===== src/dbg_overlay_config.svh =====
`ifndef DBG_OVERLAY_CONFIG_SVH
`define DBG_OVERLAY_CONFIG_SVH

// Screen coordinate width, enough for 1024 columns or rows
`define DBG_COORD_W 10

// One colour channel
`define DBG_COLOR_W 8

// Number of hex byte readouts in the band
`define DBG_HEX_BYTES 8

// Glyph cell size in pixels
`define DBG_CHAR_W 8
`define DBG_CHAR_H 8

// Top left corner of the text band
`define DBG_X_OFFSET 16
`define DBG_Y_OFFSET 24

// Blank columns after each two-glyph readout
`define DBG_FIELD_GAP 8

`endif


===== src/dbg_overlay_pkg.sv =====
`include "dbg_overlay_config.svh"

package dbg_overlay_pkg;

    // Screen position, used for both x and y
    typedef logic [`DBG_COORD_W-1:0] coord_t;

    // One colour channel of a pixel
    typedef logic [`DBG_COLOR_W-1:0] color_t;

    // A displayed byte and one of its hex digits
    typedef logic [7:0] hex_byte_t;
    typedef logic [3:0] nibble_t;

    // Readout number, 0 to 7
    typedef logic [2:0] field_idx_t;

    // Column or row inside an 8x8 glyph
    typedef logic [2:0] glyph_pos_t;

    // One row of font pixels, bit 0 is the leftmost pixel
    typedef logic [7:0] glyph_row_t;

    // What the current pixel falls on inside the band
    typedef enum logic [1:0] {
        CELL_NONE = 2'd0,
        CELL_HIGH = 2'd1,
        CELL_LOW  = 2'd2,
        CELL_GAP  = 2'd3
    } cell_kind_t;

endpackage


===== src/overlay_mixer.sv =====
`timescale 1ns/100ps
`include "dbg_overlay_config.svh"

module overlay_mixer (
    input  logic                          clk_i,
    input  logic                          rst_n_i,
    input  logic [`DBG_HEX_BYTES-1:0]     hit_i,
    input  dbg_overlay_pkg::color_t       r_i,
    input  dbg_overlay_pkg::color_t       g_i,
    input  dbg_overlay_pkg::color_t       b_i,
    output dbg_overlay_pkg::color_t       r_o,
    output dbg_overlay_pkg::color_t       g_o,
    output dbg_overlay_pkg::color_t       b_o
);

    // Video delay, lines up with locator and renderer stages
    dbg_overlay_pkg::color_t r_d1, g_d1, b_d1;
    dbg_overlay_pkg::color_t r_d2, g_d2, b_d2;

    // Any renderer lighting this pixel
    logic any_hit;

    assign any_hit = |hit_i;

    always_ff @(posedge clk_i or negedge rst_n_i) begin
        if (!rst_n_i) begin
            r_d1 <= '0;
            g_d1 <= '0;
            b_d1 <= '0;
            r_d2 <= '0;
            g_d2 <= '0;
            b_d2 <= '0;
            r_o  <= '0;
            g_o  <= '0;
            b_o  <= '0;
        end else begin
            r_d1 <= r_i;
            g_d1 <= g_i;
            b_d1 <= b_i;
            r_d2 <= r_d1;
            g_d2 <= g_d1;
            b_d2 <= b_d1;
            // White text drawn over the picture
            r_o  <= any_hit ? '1 : r_d2;
            g_o  <= any_hit ? '1 : g_d2;
            b_o  <= any_hit ? '1 : b_d2;
        end
    end

endmodule


===== config.mk =====
export PLATFORM = sky130hd
export DESIGN_NAME = overlay_mixer
export DESIGN_NICKNAME = d
export VERILOG_FILES = /design/src/dbg_overlay_pkg.sv /design/src/overlay_mixer.sv
export VERILOG_INCLUDE_DIRS = /design/src
export SDC_FILE = /design/constraint.sdc
export NUM_CORES = 1
export LEC_CHECK = 0
export BUFFER_PORTS_ARGS = -buffer_cell sky130_fd_sc_hd__buf_2
export CAP_MARGIN = 10
export CORE_MARGIN = 2
export CORE_UTILIZATION = 53
export CTS_BUF_LIST = sky130_fd_sc_hd__clkbuf_16
export DETAILED_ROUTE_END_ITERATION = 12
export GPL_ROUTABILITY_DRIVEN = 0
export GPL_TIMING_DRIVEN = 0
export PLACE_DENSITY_LB_ADDON = 0.3
export SLEW_MARGIN = 5
export SYNTH_ARGS = -nofsm -noshare
export SYNTH_HDL_FRONTEND = slang
export SYNTH_SLANG_ARGS = --single-unit

===== constraint.sdc =====
create_clock -name clk_i -period 1.55 [get_ports clk_i]
set_clock_uncertainty 0.2 [all_clocks]
set_input_delay 0.2325 -clock clk_i [delete_from_list [all_inputs] [get_ports clk_i]]
set_output_delay 0.2325 -clock clk_i [all_outputs]
set_load 0.05 [all_outputs]

Yosys cells after proc, flatten, opt, wreduce, memory -nomap -nowiden
Cells that the tools add are included.
- logic and storage cells: 13
- bits in registers: 72
- bits of input ports: 34
- multiplexer cells: 3
- reduce and logical (&&, ||, !) cells: 1
- operators by type and width (cell ; number):
    2-to-1 mux 8 bit ; 3
    OR reduction 8 bit ; 1

Depth between registers and ports, before layout
Gate-level depths: netlist of the first run.
- depth after elaboration: 2
- mapped depth: 3

Worst setup path before layout of the first run
OpenSTA, ideal clock, no wires.
- path kind: input to register
- from: input port hit_i[5]
- to: register b_o[0]
- arrival time: 998 ps
- cell stages on the path: 3
- buffers on the path: 1
- setup slack: 224 ps
- cells stage by stage: nor4_2 -> buf_6 -> nand3b_1
- word-level cells in the longest chain between the ends: 2
- ends and longest elaborated chain (what ; line ; source):
    start: declaration ; overlay_mixer.sv:7 ; input logic [`DBG_HEX_BYTES-1:0] hit_i,
    OR reduction 8 bit ; overlay_mixer.sv:23 ; assign any_hit = |hit_i;
    2-to-1 mux 8 bit ; overlay_mixer.sv:46 ; b_o <= any_hit ? '1 : b_d2;
    end signal: assignment ; overlay_mixer.sv:46 ;
    end: declaration ; overlay_mixer.sv:13 ; output dbg_overlay_pkg::color_t b_o
Every way passes these cells.

Final worst setup path of the first run
- from: register r_o[1]
- to: output port r_o[1]
- RTL lines (what ; line ; source):
    start: declaration ; overlay_mixer.sv:11 ; output dbg_overlay_pkg::color_t r_o,
    start signal: assignment ; overlay_mixer.sv:44 ; r_o <= any_hit ? '1 : r_d2;
No word-level cell between the ends.

==> qor.txt, run 1 <==
Worst-case hold slack - -0.0163 ns
Die height - 66.0 um
Layout area overhead - 41.9%
Area of the core - 3690 um2
Yosys warnings - 0
Pin count of the biggest net entering global routing - 73
Crit path buffers/inverters - 1
Starting density of the core - 0.553
Power share of the clock group - 0.449
CTS sink cnt - 72
Antenna cells - 0
Clock latency on the worst-skew pair - 0.32 ns
Fin crit period - 1.36 ns
# rows - 22
Worst min-delay path category - input port to flop
CP endpoint kind - primary output
Crit path cell chain - buf_2
Port Buf Inserts - 57
CP max stage delay - 0.34 ns
Synthesized area - 2040 um2
MaxCap Viol Count - 0
Worst path depth - 1
Int Power - 3.08 mW
Status - finished with violations
CP delay by family, top - flip-flops
Crit path to - r_o[1]
Sequential element share of the synthesized area - 0.883
Synth top area share - 0.883
Multi-input gate area - 205 um2
Final hold violation count - 4
H-Tree Depth - 3
Relative slew slack - 0.444
Worst Path Required - 1.12 ns
Reg power frac - 0.511
Final Max Tran Viols - 0
WL per Instance - 14.4 um
Seq cells post-synth - 72
GRT overflow - 0
HP Start - hit_i[2]
Ports - 58
Vias - 1135
PwrDens - 1330 nW/um2
Avg Inst Size Synth - 20.0 um2
Placed cells - 207
Post-route DRC - 0
Initial antenna violation count - 0
First-pass GRT wire length - 5580 um
Failing checks - negative hold slack
Routed WL - 3580 um
Register clock-pin slew on the reported worst setup and hold paths - 0.05 ns
Final Net Count - 229
Critical Path Start Type - flop
Vias per Instance - 4.58
Leak pwr - 1.24 nW
Switching share of power - 0.199
Post-CTS Resized - 0
CTS tree - yes
R2r setup slk - 0.68 ns
Final core utilization - 0.785
Sequential standard cell area - 1800 um2
Period Utilization, post-route - 0.878
Hold Crit Depth - 3
Fillcell total - 210
Total CTS buffers - 9
Net Switching - 764 uW
Least-Margin Pin Slew - 0.834 ns
Top post-synthesis cells by area - dfrtp_1 (88%), nand3b_1 (8.8%), nor4_2 (1.2%)
Reg-to-Reg End - r_o[0]
Die Area - 4360 um2
Worst Path Arrival - 0.93 ns
R2R cell count - 1
Reg-to-Reg Start - r_d2[0]
Cts hold-fix bufs - 25
Design Power - 3.85 mW
Max VDD drop - 0.930 mV
Iteration-0 DRC Markers - 72
Root buf cell - clkbuf_16
Routed Antenna Nets - 0
Layout Cells excl Fill - 248
Syn nets - 136
Layout cells sized above 1 - 0.380
Fmax achieved - 0.735 GHz
Unrepaired setup endpoints after global routing - no
Setup CP Type - flop to primary output
CTS max path bufs - 2
Worst Path Max Fanout - 1
Setup bufs post-CTS - 0
Final setup vio count - 0
Slowest CP cell - dfrtp_1
Post-Synthesis Cells - 102
Comb pwr share - 0.040
Crit path launch - r_o[1]
DRT Pass-1 Iters - 3
Cell variety after synth - 5
Post-synth top area cell - dfrtp_1
Vias in the first global route - 1204
GRT Util Overall - 0.192
Detail Placement HPWL - 1880 um
Die span in x - 66.0 um
## state kept, by name (all words and copies together), names as in the netlist
signal  cells
b_d1        8
b_d2        8
b_o         8
g_d1        8
g_d2        8
g_o         8
r_d1        8
r_d2        8
r_o         8
## layout make-up
class / count / share of cell area
clock inverter: 7 / 0.0108
timing repair buffer: 82 / 0.186
clock buffer: 9 / 0.0778
tap: 48 / 0.0208
multi-input combinational: 26 / 0.0709
buffer: 4 / 0.0112
sequential: 72 / 0.623
## synth_stat cells
library cell,instances
nand3b_1,24
dfrtp_1,72
nor4_2,2
buf_6,2
buf_2,2
## logic make-up (layout without fill, tap and decap cells)
group                  Yosys count  after routing  share of synthesized area
buffers and inverters            4            102                     0.0160
and+or+nand+nor                 26             26                      0.101
DFF                             72             72                      0.883
## power by group through the flow
| stage | Combinational, mW | Clock [mW] | Sequential (mW) |
|---|---|---|---|
| finish | 0.156 | 1.73 | 1.96 |
| global route | 0.173 | 1.87 | 1.97 |
| CTS | 0.156 | 1.76 | 1.96 |
| detailed placement | 0.107 | 0 | 1.99 |
| global placement | 0.100 | 0 | 1.99 |
| floorplan | 0.0209 | 0 | 1.99 |
## worst min path at each step
stage,end
finish,b_o[7]
global route,r_o[7]
CTS,g_o[7]
detailed placement,b_d2[0]
global placement,r_d2[3]
floorplan,b_d1[0]
## metal layers
layer	global-route usage	vias to the layer above	wire length, um
li1	-	522	-
met1	0.209	560	1370
met2	0.312	43	1920
met3	0.0698	10	204
met4	0.133	0	84
met5	0	-	0
## cell usage in the layout (no fill, tap or decap), drive strengths merged
cell type and n:
nor4 2, nand3b 24, clkbuf 9, inv 2, clkinv 5, dfrtp 72
dlygate4sd3 25, buf 61
## per-stage QoR
stage | cell area [um2] | TNS [ns] | worst slack, ns | hold WS, ns
2_1_floorplan | 2040 | 0 | 0.224 | -0.263
5_1_grt | 2890 | 0 | 0.0343 | -0.0127
3_3_place_gp | 2380 | -10.23 | -0.145 | 0.131
4_1_cts | 2890 | 0 | 0.172 | -0.0476
6_report | 2890 | 0 | 0.189 | -0.0163
3_5_place_dp | 2390 | -0.460 | -0.0390 | 0.135
(Power assumes the default switching activity.)
==> run 2: changes to the inputs <==
--- a/config.mk
+++ b/config.mk
@@ -6,14 +6,15 @@
 export SDC_FILE = /design/constraint.sdc
 export NUM_CORES = 1
 export LEC_CHECK = 0
-export BUFFER_PORTS_ARGS = -buffer_cell sky130_fd_sc_hd__buf_2
 export CAP_MARGIN = 10
 export CORE_MARGIN = 2
-export CORE_UTILIZATION = 53
+export CORE_UTILIZATION = 64
 export CTS_BUF_LIST = sky130_fd_sc_hd__clkbuf_16
 export DETAILED_ROUTE_END_ITERATION = 12
+export DONT_BUFFER_PORTS = 1
 export GPL_ROUTABILITY_DRIVEN = 0
 export GPL_TIMING_DRIVEN = 0
+export MAX_ROUTING_LAYER = met4
 export PLACE_DENSITY_LB_ADDON = 0.3
 export SLEW_MARGIN = 5
 export SYNTH_ARGS = -nofsm -noshare
==> qor.txt, run 2 (synthesized netlist as in run 1, its figures left out) <==
Reg-to-Reg Start - g_d2[2]
Unrepaired setup endpoints after global routing - no
Commonest non-fill, non-tap cell in the layout - dfrtp_1
Wire length on met3 - 165 um (-19%)
Worst slack, placed - 0.0113 ns (+0.0503 ns)
Fmax achieved - 0.688 GHz (-6.3%)
Final setup vio count - 0 (unchanged)
Die height - 60.5 um (-8.5%)
WL per Instance - 17.7 um (+22%)
Final core utilization - 0.849 (+0.0646)
R2R cell count - 1 (unchanged)
Failing checks - negative hold slack
Comb pwr share - 0.020 (-0.020)
Vias in the first global route - 1027 (-15%)
Ports - 58 (unchanged)
Antenna cells - 0 (unchanged)
Met1 wire length - 1210 um (-12%)
GRT overflow - 0 (unchanged)
Post-route DRC - 0 (unchanged)
Worst-case hold slack - -0.590 ns (-0.573 ns)
Top Layer Used - met4
CTS tree - yes
Multi-input gate area - 205 um2 (unchanged)
Clock latency on the worst-skew pair - 0.32 ns (about the same)
Total CTS buffers - 9 (unchanged)
Port Buf Inserts - 0 (-100%)
Post-CTS Resized - 0 (unchanged)
CP max stage delay - 0.69 ns (+0.35 ns)
Slowest CP cell - dlygate4sd3_1
Starting density of the core - 0.668 (+0.115)
# rows - 20 (-9.1%)
Power share of the clock group - 0.454 (+0.005)
Int Power - 3.04 mW (-1.4%)
Vias - 935 (-18%)
Status - finished with violations
Die Area - 3650 um2 (-16%)
CP delay by family, top - buffers and inverters
Cts hold-fix bufs - 25 (unchanged)
Critical Path Start Type - input port
Crit path buffers/inverters - 1 (unchanged)
CTS max path bufs - 2 (unchanged)
Most frequent cells in the layout - dfrtp_1 (72), dlygate4sd3_1 (25), nand3b_1 (24)
Relative slew slack - 0.562 (+0.117)
Setup bufs post-CTS - 0 (unchanged)
Routed WL - 3280 um (-8.3%)
Period Utilization, post-route - 0.938 (+0.0593)
Reg-to-Reg End - g_o[2]
Final hold violation count - 76 (+72)
Register clock-pin slew on the reported worst setup and hold paths - 0.05 ns (about the same)
CTS sink cnt - 72 (unchanged)
Initial antenna violation count - 0 (unchanged)
Setup TNS - 0 ns (unchanged)
CP endpoint kind - flop
Crit path cell chain - nor4_2, dlygate4sd3_1, nand3b_1
Layout cells sized above 1 - 0.106 (-0.274)
Net Switching - 702 uW (-8.1%)
R2r setup slk - 0.69 ns (about the same)
Max VDD drop - 1.30 mV (+40%)
Worst Path Arrival - 1.42 ns (+0.49 ns)
Pin count of the biggest net entering global routing - 73 (unchanged)
Switching share of power - 0.188 (-0.0109)
Root buf cell - clkbuf_16
Worst min-delay path category - input port to asynchronous set/reset pin
Leak pwr - 1.05 nW (-15%)
Routed Antenna Nets - 0 (unchanged)
Worst Path Max Fanout - 4 (+3)
H-Tree Depth - 3 (unchanged)
First-pass GRT wire length - 5020 um (-9.9%)
Setup CP Type - input port to flop
Final Net Count - 172 (-25%)
GRT Util Overall - 0.219 (+0.0269)
Die span in x - 60.5 um (-8.5%)
Fillcell total - 140 (-33%)
DRT Pass-1 Iters - 4 (+1)
Layout area overhead - 27.1%
Setup ws final - 0.0968 ns (-0.0920 ns)
Met2 Wirelength - 1860 um (-3.1%)
Vias per Instance - 5.03 (+9.8%)
Area of the core - 3050 um2 (-17%)
PwrDens - 1440 nW/um2 (+8.6%)
MaxCap Viol Count - 0 (unchanged)
Fin crit period - 1.45 ns (+0.0920 ns)
Least-Margin Pin Slew - 0.652 ns (-0.182 ns)
Worst Path Required - 1.52 ns (+0.40 ns)
Sequential standard cell area - 1800 um2 (unchanged)
Iteration-0 DRC Markers - 50 (-31%)
Reg power frac - 0.526 (+0.015)
Final Max Tran Viols - 0 (unchanged)
[run 2: cell types whose count changed in the layout (fill, tap and decap cells not counted)]
cell / delta
inv_1: +2
buf_2: -56
buf_4: -1
clkinv_2: -4
clkinv_1: +1
[run 2: layout make-up]
cell class                      count  share of cell area
Clock inverter                      6             0.00869
Multi-Input combinational cell     26              0.0792
Tap cell                           44              0.0212
Clock buffer                        9              0.0869
Buffer                              4              0.0125
Sequential cell                    72               0.695
Timing Repair Buffer               25              0.0965
[run 2: how the worst max path moves through the flow]
| stage | cells past startpoint | to | slack, ns | from |
|---|---|---|---|---|
| 3_3_place_gp | 3 | g_o[5] | 0.11 | hit_i[5] |
| 5_1_grt | 3 | g_o[7] | 0.07 | hit_i[1] |
| 3_5_place_dp | 3 | g_o[2] | 0.01 | hit_i[1] |
| 6_report | 3 | g_o[7] | 0.1 | hit_i[1] |
| 4_1_cts | 3 | g_o[7] | 0.07 | hit_i[1] |
| 2_1_floorplan | 3 | b_o[0] | 0.22 | hit_i[5] |
[run 2: power groups by stage]
stage	clock network, mW	registers (mW)	logic [mW]
5_1_grt	1.82	1.97	0.0798
4_1_cts	1.72	1.97	0.0735
3_5_place_dp	0	2.00	0.0242
3_3_place_gp	0	1.99	0.0232
6_report	1.70	1.97	0.0757
2_1_floorplan	0	1.99	0.0209
[run 2: routing by layer]
layer | global-route usage | vias to the layer above
li1 | - | 407
met3 | 0.0640 | 8
met4 | 0.112 | 0
met2 | 0.359 | 41
met5 | - | -
met1 | 0.246 | 479
[run 2: metrics by stage]
stage	instance area, um2	total power [mW]	hold slack, ns	std cells
3_3_place_gp	2090	2.02	-0.262	146
6_report	2590	3.74	-0.590	186
5_1_grt	2590	3.87	-0.606	186
3_5_place_dp	2090	2.02	-0.262	146
4_1_cts	2590	3.76	-0.601	186
2_1_floorplan	2040	2.01	-0.263	102
