==> config.mk <==
export PLATFORM = sky130hd
export DESIGN_NAME = overlay_locator
export DESIGN_NICKNAME = d
export VERILOG_FILES = /design/src/dbg_overlay_pkg.sv /design/src/overlay_locator.sv
export VERILOG_INCLUDE_DIRS = /design/src
export SDC_FILE = /design/constraint.sdc
export NUM_CORES = 1
export LEC_CHECK = 0
export ABC_AREA = 1
export BUFFER_PORTS_ARGS = -buffer_cell sky130_fd_sc_hd__clkbuf_2
export CAP_MARGIN = 20
export CORE_ASPECT_RATIO = 2
export CORE_UTILIZATION = 25
export CTS_CLUSTER_SIZE = 8
export DETAILED_ROUTE_END_ITERATION = 6
export GPL_TIMING_DRIVEN = 0
export SYNTH_ARGS = -nofsm -noshare
export SYNTH_HDL_FRONTEND = slang
export SYNTH_SLANG_ARGS = --single-unit
==> constraint.sdc <==
create_clock -name clk_i -period 1 [get_ports clk_i]
set_input_delay 0.2 -clock clk_i [delete_from_list [all_inputs] [get_ports clk_i]]
set_output_delay 0.2 -clock clk_i [all_outputs]
set_load 0.02 [all_outputs]
==> src/dbg_overlay_config.svh <==
`ifndef DBG_OVERLAY_CONFIG_SVH
`define DBG_OVERLAY_CONFIG_SVH

// Screen coordinate width, enough for 1024 columns or rows
`define DBG_COORD_W 10

// One colour channel
`define DBG_COLOR_W 8

// Number of hex byte readouts in the band
`define DBG_HEX_BYTES 8

// Glyph cell size in pixels
`define DBG_CHAR_W 8
`define DBG_CHAR_H 8

// Top left corner of the text band
`define DBG_X_OFFSET 16
`define DBG_Y_OFFSET 24

// Blank columns after each two-glyph readout
`define DBG_FIELD_GAP 8

`endif

==> src/dbg_overlay_pkg.sv <==
`include "dbg_overlay_config.svh"

package dbg_overlay_pkg;

    // Screen position, used for both x and y
    typedef logic [`DBG_COORD_W-1:0] coord_t;

    // One colour channel of a pixel
    typedef logic [`DBG_COLOR_W-1:0] color_t;

    // A displayed byte and one of its hex digits
    typedef logic [7:0] hex_byte_t;
    typedef logic [3:0] nibble_t;

    // Readout number, 0 to 7
    typedef logic [2:0] field_idx_t;

    // Column or row inside an 8x8 glyph
    typedef logic [2:0] glyph_pos_t;

    // One row of font pixels, bit 0 is the leftmost pixel
    typedef logic [7:0] glyph_row_t;

    // What the current pixel falls on inside the band
    typedef enum logic [1:0] {
        CELL_NONE = 2'd0,
        CELL_HIGH = 2'd1,
        CELL_LOW  = 2'd2,
        CELL_GAP  = 2'd3
    } cell_kind_t;

endpackage

==> src/overlay_locator.sv <==
`timescale 1ns/100ps
`include "dbg_overlay_config.svh"

module overlay_locator (
    input  logic                        clk_i,
    input  logic                        rst_n_i,
    input  logic                        enable_i,
    input  dbg_overlay_pkg::coord_t     screen_x_i,
    input  dbg_overlay_pkg::coord_t     screen_y_i,
    output dbg_overlay_pkg::field_idx_t field_idx_o,
    output dbg_overlay_pkg::cell_kind_t cell_kind_o,
    output dbg_overlay_pkg::glyph_pos_t glyph_col_o,
    output dbg_overlay_pkg::glyph_pos_t glyph_row_o
);

    // Position relative to the band corner, wraps when left of or above it
    dbg_overlay_pkg::coord_t rel_x;
    dbg_overlay_pkg::coord_t rel_y;

    // Offset inside the 24 column readout pitch
    dbg_overlay_pkg::coord_t pitch_pos;

    logic in_band;

    // Next values for the stage 1 registers
    dbg_overlay_pkg::field_idx_t field_idx_d;
    dbg_overlay_pkg::cell_kind_t cell_kind_d;
    dbg_overlay_pkg::glyph_pos_t glyph_col_d;
    dbg_overlay_pkg::glyph_pos_t glyph_row_d;

    always_comb begin
        rel_x = screen_x_i - dbg_overlay_pkg::coord_t'(`DBG_X_OFFSET);
        rel_y = screen_y_i - dbg_overlay_pkg::coord_t'(`DBG_Y_OFFSET);

        // Both lower bounds are tested on the raw coordinate
        // Upper bounds on the relative one
        in_band = (screen_x_i >= dbg_overlay_pkg::coord_t'(`DBG_X_OFFSET))
               && (screen_y_i >= dbg_overlay_pkg::coord_t'(`DBG_Y_OFFSET))
               && (rel_y < dbg_overlay_pkg::coord_t'(`DBG_CHAR_H))
               && (rel_x < dbg_overlay_pkg::coord_t'(
                      `DBG_HEX_BYTES * (2 * `DBG_CHAR_W + `DBG_FIELD_GAP)));

        // Pitch is two glyphs plus the gap
        field_idx_d = dbg_overlay_pkg::field_idx_t'(
            rel_x / dbg_overlay_pkg::coord_t'(2 * `DBG_CHAR_W + `DBG_FIELD_GAP));
        pitch_pos = rel_x % dbg_overlay_pkg::coord_t'(2 * `DBG_CHAR_W + `DBG_FIELD_GAP);

        // Column inside the glyph, glyphs start on 8 pixel boundaries
        glyph_col_d = dbg_overlay_pkg::glyph_pos_t'(
            rel_x % dbg_overlay_pkg::coord_t'(`DBG_CHAR_W));
        glyph_row_d = dbg_overlay_pkg::glyph_pos_t'(rel_y);

        // Disabled overlay looks the same as a pixel outside the band
        if (!enable_i || !in_band) begin
            cell_kind_d = dbg_overlay_pkg::CELL_NONE;
        end else if (pitch_pos < dbg_overlay_pkg::coord_t'(`DBG_CHAR_W)) begin
            cell_kind_d = dbg_overlay_pkg::CELL_HIGH;
        end else if (pitch_pos < dbg_overlay_pkg::coord_t'(2 * `DBG_CHAR_W)) begin
            cell_kind_d = dbg_overlay_pkg::CELL_LOW;
        end else begin
            cell_kind_d = dbg_overlay_pkg::CELL_GAP;
        end
    end

    // Stage 1 registers
    always_ff @(posedge clk_i or negedge rst_n_i) begin
        if (!rst_n_i) begin
            field_idx_o <= '0;
            cell_kind_o <= dbg_overlay_pkg::CELL_NONE;
            glyph_col_o <= '0;
            glyph_row_o <= '0;
        end else begin
            field_idx_o <= field_idx_d;
            cell_kind_o <= cell_kind_d;
            glyph_col_o <= glyph_col_d;
            glyph_row_o <= glyph_row_d;
        end
    end

endmodule

# Word level (Yosys, flattened, before mapping)
# Index checks and enable logic that the tools add are counted.
[classes]
n_mux = 3
n_reduce_logical = 6
div = 2
add_sub_neg = 2
n_lt_le_gt_ge = 6
[op_table]
columns = ["cell", "n"]
rows = [
  ["greater-or-equal comparator 10 x 5 -> 1 bit, second input constant", 2],
  ["less-than comparator 10 x 4 -> 1 bit, second input constant", 2],
  ["subtractor 10 x 5 -> 10 bit, second input constant", 2],
  ["divider 10 x 5 -> 10 bit, second input constant", 1],
  ["less-than comparator 10 x 5 -> 1 bit, second input constant", 1],
  ["less-than comparator 10 x 8 -> 1 bit, second input constant", 1],
  ["modulo 10 x 5 -> 10 bit, second input constant", 1],
  ["two-way mux 2 bit", 2],
  ["logical AND 1 bit", 3],
  ["logical NOT 1 bit", 2],
  ["logical OR 1 bit", 1],
  ["two-way mux 1 bit", 1],
]
[totals]
register_bits = 11
word_cells = 23
output_inout_bits = 11

# Depth between registers and ports, before layout
# Gate-level depths: netlist of the first run.
[depth]
word_depth = 7
depth_mapped = 23
ltp_nobuf = 23

# Least setup slack after synthesis of the first run
# No wires, ideal clock.
[synth_timing]
path_kind = "input to register"
start = "input port screen_x_i[4]"
end = "register cell_kind_o[1]"
setup_ps = 130
stages = 19
required_time_ps = 870
arrival_ps = 1872
n_path_buf = 0
slack_ps = -1002
path_cell_list = "inv_2 ha_1 nand3_1 nand2_1 nand2_1 inv_2 nand3_1 nand2_2 nand3_1 nand2_2 nor2_2 o21bai_2 nand3_2 nand3_1 nand3_2 nand2_2 nand2_1 nand2_1 a21oi_2"
[synth_via]
elab_chain_cells = 7
elab_cells_between_ends = 12
cone_classes = "1 x add/sub; 1 x div; 3 x order compare; 2 x mux; 5 x reduce/logical"
[synth_lines]
columns = ["element", "line_no", "rtl"]
rows = [
  ["start, declared", "overlay_locator.sv:8", "input dbg_overlay_pkg::coord_t screen_x_i,"],
  ["branches (longest 6 deep; another with subtractor 10 x 5 -> 10 bit)", "n/a", ""],
  ["two-way mux 2 bit *", "overlay_locator.sv:54", "if (!enable_i || !in_band) begin"],
  ["via cell_kind_d[1]", "overlay_locator.sv:27", "dbg_overlay_pkg::cell_kind_t cell_kind_d;"],
  ["end signal, assigned", "overlay_locator.sv:69", "cell_kind_o <= dbg_overlay_pkg::CELL_NONE;"],
  ["end signal, assigned", "overlay_locator.sv:74", "cell_kind_o <= cell_kind_d;"],
  ["end, declared", "overlay_locator.sv:11", "output dbg_overlay_pkg::cell_kind_t cell_kind_o,"],
]
# Mark *: on every way through the listed nets, which the timed path passes.

# Worst setup path in the final report of the first run
# Ends and elaborated chain as after synthesis.

==> results of run 1 <==
[final timing paths]
kind | from | endpoint | slack [ps] | depth (start not counted)
worst max-delay path | screen_x_i[4] | cell_kind_o[1]$_DFF_PN0_ | -970 | 24
min in group asynchronous | rst_n_i | field_idx_o[1]$_DFF_PN0_ | 370 | 2
worst min-delay path | screen_x_i[0] | glyph_col_o[0]$_DFF_PN0_ | 70 | 1
max in group asynchronous | rst_n_i | glyph_col_o[0]$_DFF_PN0_ | 430 | 2
[cell families after synthesis]
| kind of cell | count (synthesis) | share of synthesized area, % |
|---|---|---|
| compound gates | 11 | 10.3 |
| simple gates | 65 | 40.5 |
| flops | 11 | 34.4 |
| fa+ha+maj | 4 | 6.26 |
| buf+inv | 18 | 8.45 |
[metrics by stage]
stage / setup TNS, ps / setup slack, ps
2_1_floorplan: -3210 / -864
3_3_place_gp: -5420 / -1320
3_5_place_dp: -5720 / -1400
4_1_cts: -3580 / -943
5_1_grt: -4270 / -1090
6_report: -3740 / -968
[state kept, by name, summed over array words and instances, names as in the netlist]
name and cells:
cell_kind_o 2, field_idx_o 3, glyph_col_o 3, glyph_row_o 3
[power by group]
group	switching, µW	total [µW]	internal [µW]
Clock	153	431	279
Combinational	424	706	282
Sequential	9.11	498	489
[layout make-up]
| type | instances | area share (%) |
|---|---|---|
| Sequential cell | 11 | 20.6 |
| Inverter | 18 | 6.84 |
| Multi-Input combinational cell | 80 | 47.7 |
| Clock buffer | 4 | 3.37 |
| Timing Repair Buffer | 40 | 18.7 |
| Tap cell | 30 | 2.81 |
[layout by cell type, fill, tap and decap left out, drive strengths merged]
master,instances
nor2,8
o22ai,1
o21ai,3
o221ai,1
clkbuf,37
inv,18
nand3,11
ha,4
nor3,2
buf,6
dfrtp,11
a21oi,3
o21bai,2
nor4,1
dlygate4sd3,1
nand4,4
nand2,39
o41ai,1
[what timing repair did]
| item | CTS | global route |
|---|---|---|
| hold endpoints to repair | 11 | 0 |
| endpoints found under the setup margin | 5 | 5 |
| pin swaps | 14 | 9 |
| gates resized for setup | 23 | 14 |
| hold buffers | 1 | 0 |
| buffers inserted | 6 | 0 |
[per-layer routing]
layer | global-route usage, % | routed length [µm] | vias up | share of wire [%]
li1 | - | - | 441 | -
met1 | 8.84 | 572 | 394 | 29
met2 | 26.7 | 1300 | 29 | 65
met3 | 1.76 | 108 | 2 | 5.4
met4 | 6.77 | 17 | 0 | 0.85
met5 | 0 | 0 | - | 0
==> impl_metrics.xml, run 1 <==
<?xml version="1.0" encoding="UTF-8"?>
<metrics>
  <group name="layout">
    <metric name="final-seq-area" unit="µm²">275</metric>
    <metric name="final_net_count" unit="">181</metric>
    <metric name="area_delta_synth_final" unit="%">67.0</metric>
    <metric name="combined_area_of_the_multi_input_logic_cells" unit="µm²">637</metric>
    <metric name="number_of_inserted_diodes" unit="">0</metric>
    <metric name="filler_cell_count" unit="">321</metric>
    <metric name="stdcell_count" unit="">183</metric>
    <metric name="ratio_of_cells_with_drive_above_1_in_the_final_layout" unit="%">61.4</metric>
    <metric name="design_area" unit="µm²">1340</metric>
    <metric name="final_core_utilization" unit="%">44.3</metric>
  </group>
  <group name="critical_path">
    <metric name="critical_path.top_delay_family" unit="">simple AND/OR/NAND/NOR gates</metric>
    <metric name="cp_common_cell" unit="">nand2_2</metric>
    <metric name="worst-endpoint-arrival" unit="ps">2070</metric>
    <metric name="critPathKind" unit="">in2reg</metric>
    <metric name="path_max_fanout" unit="">4</metric>
    <metric name="slowest_stage" unit="">clkbuf_16</metric>
    <metric name="critPathLaunchType" unit="">input pin</metric>
    <metric name="max_stage_delay" unit="ps">150</metric>
    <metric name="cp_num_buf_inv" unit="">5</metric>
    <metric name="timing.critical_path.required" unit="ps">1100</metric>
    <metric name="kind_of_end_point_of_the_critical_path" unit="">flip-flop</metric>
    <metric name="path_cells" unit="">clkbuf_16 &gt; inv_16 &gt; ha_4 &gt; inv_2 &gt; nand2_2 &gt; nand2_2 &gt; inv_2 &gt; nand2_2 &gt; nand2_2 &gt; nand3_2 &gt; nand2_4 &gt; inv_2 &gt; nand2_4 &gt; nand2_4 &gt; nor2_4 &gt; nand2_2 &gt; nand2_4 &gt; nand2_2 &gt; nand2_2 &gt; nand3_4 &gt; nand2_2 &gt; nand2_2 &gt; nand2_1 &gt; a21oi_2</metric>
  </group>
  <group name="run_status">
    <metric name="failing_checks" unit="">negative setup slack</metric>
    <metric name="status" unit="">finished, violations left</metric>
  </group>
  <group name="yosys">
    <metric name="synthArstFlopShare" unit="%">100</metric>
    <metric name="synth_top_cell_by_area" unit="">dfrtp_1</metric>
    <metric name="synthesis.instances" unit="">109</metric>
    <metric name="synth.cells.most_frequent" unit="">nand2_1, inv_1, dfrtp_1, nand2_2, nand3_1</metric>
    <metric name="synth-seq-cells" unit="">11</metric>
    <metric name="synth.net_count" unit="">136</metric>
    <metric name="most_instantiated_library_cell_after_synthesis" unit="">nand2_1</metric>
    <metric name="yosysWarningCount" unit="">0</metric>
    <metric name="synth.cell_area" unit="µm²">800</metric>
    <metric name="synth_area_per_cell" unit="µm²">7.34</metric>
    <metric name="synth_ff_type" unit="">dfrtp_1</metric>
    <metric name="synth_enable_flop_cells" unit="">0</metric>
    <metric name="sequential_share_of_the_synthesized_area" unit="%">34.4</metric>
    <metric name="top_post_synthesis_cells_by_area" unit="">dfrtp_1, nand2_1, nand2_2</metric>
    <metric name="post_synth_num_cell_types" unit="">23</metric>
    <metric name="synth.top_cell.area_share" unit="%">34.4</metric>
  </group>
  <group name="timing">
    <metric name="slew_headroom" unit="%">74.5</metric>
    <metric name="final_min_period_over_clock_period" unit="%">197</metric>
    <metric name="rsz0062_at_grt" unit="">true</metric>
    <metric name="timing.final.setup_violations" unit="">5</metric>
    <metric name="final.setup.worst_slack" unit="ps">-968</metric>
    <metric name="final-max-slew-violation-count" unit="">0</metric>
    <metric name="holdWs" unit="ps">73.3</metric>
    <metric name="layout_min_cycle_time" unit="ps">1970</metric>
    <metric name="hold_violations" unit="">0</metric>
    <metric name="max_freq" unit="MHz">508</metric>
    <metric name="worst_pin_slew" unit="ps">382</metric>
  </group>
  <group name="placed_design">
    <metric name="placement.cell_area" unit="µm²">1060</metric>
    <metric name="dpl.cell_count" unit="">172</metric>
    <metric name="routabilityCongestion" unit="">0.744</metric>
    <metric name="portBuffers" unit="">33</metric>
    <metric name="hpwl_dp" unit="µm">1560</metric>
  </group>
  <group name="flow_run">
    <metric name="maxCapViolCount" unit="">0</metric>
  </group>
  <group name="clocking">
    <metric name="cts_root_buffer" unit="">clkbuf_8</metric>
    <metric name="tritoncts.num_buffers" unit="">3</metric>
    <metric name="path_clk_slew" unit="ps">50</metric>
    <metric name="clock_tree.htree_level_count" unit="">1</metric>
    <metric name="cts_num_sinks" unit="">11</metric>
    <metric name="tritoncts" unit="">done</metric>
    <metric name="clockBufferDepth" unit="">2</metric>
  </group>
  <group name="pwr">
    <metric name="p_total" unit="µW">1640</metric>
    <metric name="power_per_cell_area" unit="nW/µm²">1230</metric>
    <metric name="vdd_drop_max" unit="V">0.000521</metric>
    <metric name="power.leakage" unit="µW">0.000674</metric>
  </group>
  <group name="grt">
    <metric name="gr-usage-all-layers" unit="%">12.0</metric>
    <metric name="overflow_after_grt" unit="">0</metric>
    <metric name="grt_start_max_net_pins" unit="">12</metric>
    <metric name="grt_pass1_wl" unit="µm">3110</metric>
    <metric name="first_global_vias" unit="">812</metric>
    <metric name="grt_antenna_before_repair" unit="">0</metric>
  </group>
  <group name="floorplanning">
    <metric name="fp_rows" unit="">28</metric>
    <metric name="dieWidth" unit="µm">42.0</metric>
    <metric name="fp.coreArea" unit="µm²">3010</metric>
    <metric name="die_outline_height" unit="µm">82.0</metric>
    <metric name="die_area" unit="µm²">3440</metric>
    <metric name="initial_utilization" unit="%">26.5</metric>
    <metric name="design.portCount" unit="">34</metric>
  </group>
  <group name="route">
    <metric name="post_drt_via_cell_ratio" unit="">4.73</metric>
    <metric name="vias" unit="">866</metric>
    <metric name="drt_pre_antenna_iters" unit="">4</metric>
    <metric name="drcViolationCount" unit="">0</metric>
    <metric name="post_drt_wl_per_cell" unit="µm">10.9</metric>
    <metric name="final_antenna_net_count" unit="">0</metric>
    <metric name="initialDrtViolationCount" unit="">10</metric>
    <metric name="routed_wl" unit="µm">1990</metric>
  </group>
  <group name="worst_hold_path">
    <metric name="timing.hold.worst.class" unit="">in2reg</metric>
  </group>
</metrics>
Note: power is estimated with default switching activity, not from simulation.
==> inputs of run 2 (changes only) <==
PLACE_DENSITY = 0.58   (was default)
==> impl_metrics.xml, run 2 (same netlist as run 1, synthesis figures left out) <==
<?xml version="1.0" encoding="UTF-8"?>
<metrics>
  <group name="run_status">
    <metric name="status" unit="">finished, violations left</metric>
    <metric name="failing_checks" unit="">negative setup slack</metric>
  </group>
  <group name="worst_hold_path">
    <metric name="timing.hold.worst.class" unit="">in2reg</metric>
  </group>
  <group name="layout">
    <metric name="biggestRegsByFlops" unit="">field_idx_o (3), glyph_col_o (3), glyph_row_o (3)</metric>
    <metric name="final_net_count" unit="">185</metric>
    <metric name="stdcell_count" unit="">187</metric>
    <metric name="final_core_utilization" unit="%">44.4</metric>
    <metric name="area_delta_synth_final" unit="%">67.3</metric>
    <metric name="ratio_of_cells_with_drive_above_1_in_the_final_layout" unit="%">57.3</metric>
    <metric name="layout.cells.most_common" unit="">clkbuf_2</metric>
    <metric name="layout.cells.most_common_list" unit="">clkbuf_2, nand2_1, nand2_2</metric>
    <metric name="number_of_inserted_diodes" unit="">0</metric>
  </group>
  <group name="clocking">
    <metric name="clockBufferDepth" unit="">2</metric>
    <metric name="tritoncts.num_buffers" unit="">3</metric>
    <metric name="cts_root_buffer" unit="">clkbuf_8</metric>
    <metric name="cts_num_sinks" unit="">11</metric>
    <metric name="clock_tree.htree_level_count" unit="">1</metric>
    <metric name="tritoncts" unit="">done</metric>
    <metric name="path_clk_slew" unit="ps">50</metric>
  </group>
  <group name="route">
    <metric name="drt_pre_antenna_iters" unit="">4</metric>
    <metric name="post_drt_wl_per_cell" unit="µm">9.97</metric>
    <metric name="drcViolationCount" unit="">0</metric>
    <metric name="vias" unit="">869</metric>
    <metric name="initialDrtViolationCount" unit="">6</metric>
    <metric name="post_drt_via_cell_ratio" unit="">4.65</metric>
    <metric name="routed_wl" unit="µm">1870</metric>
    <metric name="final_antenna_net_count" unit="">0</metric>
  </group>
  <group name="grt">
    <metric name="grt_pass1_wl" unit="µm">3140</metric>
    <metric name="overflow_after_grt" unit="">0</metric>
    <metric name="gr-usage-all-layers" unit="%">11.8</metric>
    <metric name="grt_antenna_before_repair" unit="">0</metric>
    <metric name="first_global_vias" unit="">839</metric>
    <metric name="grt_start_max_net_pins" unit="">12</metric>
  </group>
  <group name="timing">
    <metric name="final.setup.worst_slack" unit="ps">-955</metric>
    <metric name="final-max-slew-violation-count" unit="">0</metric>
    <metric name="hold_violations" unit="">0</metric>
    <metric name="rsz0062_at_grt" unit="">true</metric>
    <metric name="final_min_period_over_clock_period" unit="%">195</metric>
    <metric name="max_freq" unit="MHz">512</metric>
    <metric name="layout_min_cycle_time" unit="ps">1950</metric>
    <metric name="slew_headroom" unit="%">75.1</metric>
    <metric name="timing.final.setup_violations" unit="">5</metric>
    <metric name="holdWs" unit="ps">72.5</metric>
    <metric name="worst_pin_slew" unit="ps">374</metric>
  </group>
  <group name="pwr">
    <metric name="vdd_drop_max" unit="V">0.000497</metric>
    <metric name="power.leakage" unit="µW">0.000688</metric>
    <metric name="power_per_cell_area" unit="nW/µm²">1270</metric>
  </group>
  <group name="floorplanning">
    <metric name="dieWidth" unit="µm">42.0</metric>
    <metric name="die_outline_height" unit="µm">82.0</metric>
    <metric name="fp.coreArea" unit="µm²">3010</metric>
    <metric name="design.portCount" unit="">34</metric>
    <metric name="die_area" unit="µm²">3440</metric>
    <metric name="initial_utilization" unit="%">26.5</metric>
    <metric name="fp_rows" unit="">28</metric>
  </group>
  <group name="critical_path">
    <metric name="kind_of_end_point_of_the_critical_path" unit="">flip-flop</metric>
    <metric name="critPathLaunchType" unit="">input pin</metric>
    <metric name="worst-endpoint-arrival" unit="ps">2060</metric>
    <metric name="critPathKind" unit="">in2reg</metric>
    <metric name="timing.critical_path.required" unit="ps">1100</metric>
    <metric name="path_max_fanout" unit="">4</metric>
  </group>
  <group name="placed_design">
    <metric name="portBuffers" unit="">33</metric>
    <metric name="routabilityCongestion" unit="">0.722</metric>
    <metric name="dp_worst_setup_slack" unit="ps">-1390</metric>
    <metric name="hpwl_dp" unit="µm">1520</metric>
    <metric name="dpl.cell_count" unit="">172</metric>
  </group>
  <group name="flow_run">
    <metric name="maxCapViolCount" unit="">0</metric>
  </group>
</metrics>
run 2: per-stage QoR:
step / setup TNS, ps / total power, µW / cell area [µm²]
4_1_cts: -3860 / 1630 / 1270
2_1_floorplan: -3210 / 875 / 858
3_5_place_dp: -5710 / 1040 / 1060
3_3_place_gp: -5420 / 1020 / 1060
6_report: -4160 / 1700 / 1340
5_1_grt: -4870 / 1820 / 1340
run 2: layout make-up:
class	count	area, µm²
well taps	30	37.5
flip-flops and latches	11	275
repair buffers	44	298
fillers	289	1680
inverters	18	91.3
clock buffers	4	45.0
multi-input cells	80	591
run 2: worst paths after layout:
kind / start / to / slack [ps] / cells past startpoint
worst max-delay path: screen_x_i[4] / cell_kind_o[1]$_DFF_PN0_ / -950 / 24
worst min-delay path: screen_x_i[2] / glyph_col_o[2]$_DFF_PN0_ / 70 / 1
max in group asynchronous: rst_n_i / glyph_col_o[0]$_DFF_PN0_ / 430 / 2
min in group asynchronous: rst_n_i / glyph_col_o[2]$_DFF_PN0_ / 360 / 2
run 2: where the power goes:
| group | internal [µW] | switching [µW] | total (µW) | leakage, µW |
|---|---|---|---|---|
| Clock | 278 | 150 | 428 | 0.0000228 |
| Sequential | 489 | 9.23 | 498 | 0.000132 |
| Combinational | 345 | 429 | 773 | 0.000533 |
run 2: layer usage:
layer,vias to the layer above,share of wire [%],global-route usage [%]
met5,-,0,0
met4,0,0.54,5.81
li1,447,-,-
met3,2,5.6,1.54
met1,390,30,9.38
met2,30,63,25.9
run 2: what timing repair did:
action / CTS / global route
setup buffers: 10 / 2
hold buffers: 1 / 0
endpoints found under the setup margin: 5 / 5
pin swaps: 9 / 14
resized for setup: 19 / 12
endpoints found under the hold margin: 11 / 0
run 2: worst max-delay path: stages:
cell	delay, ps
clkbuf_16	150
inv_16	50
ha_4	130
inv_2	30
nand2_2	50
nand2_2	60
inv_2	70
nand2_1	50
nand2_1	80
nand3_2	90
nand2_4	100
inv_2	40
nand2_2	70
nand2_2	90
nor2_4	160
nand2_2	90
nand2_4	100
nand2_4	60
nand2_4	80
nand3_4	70
nand2_2	80
nand2_2	50
nand2_1	70
a21oi_2	50
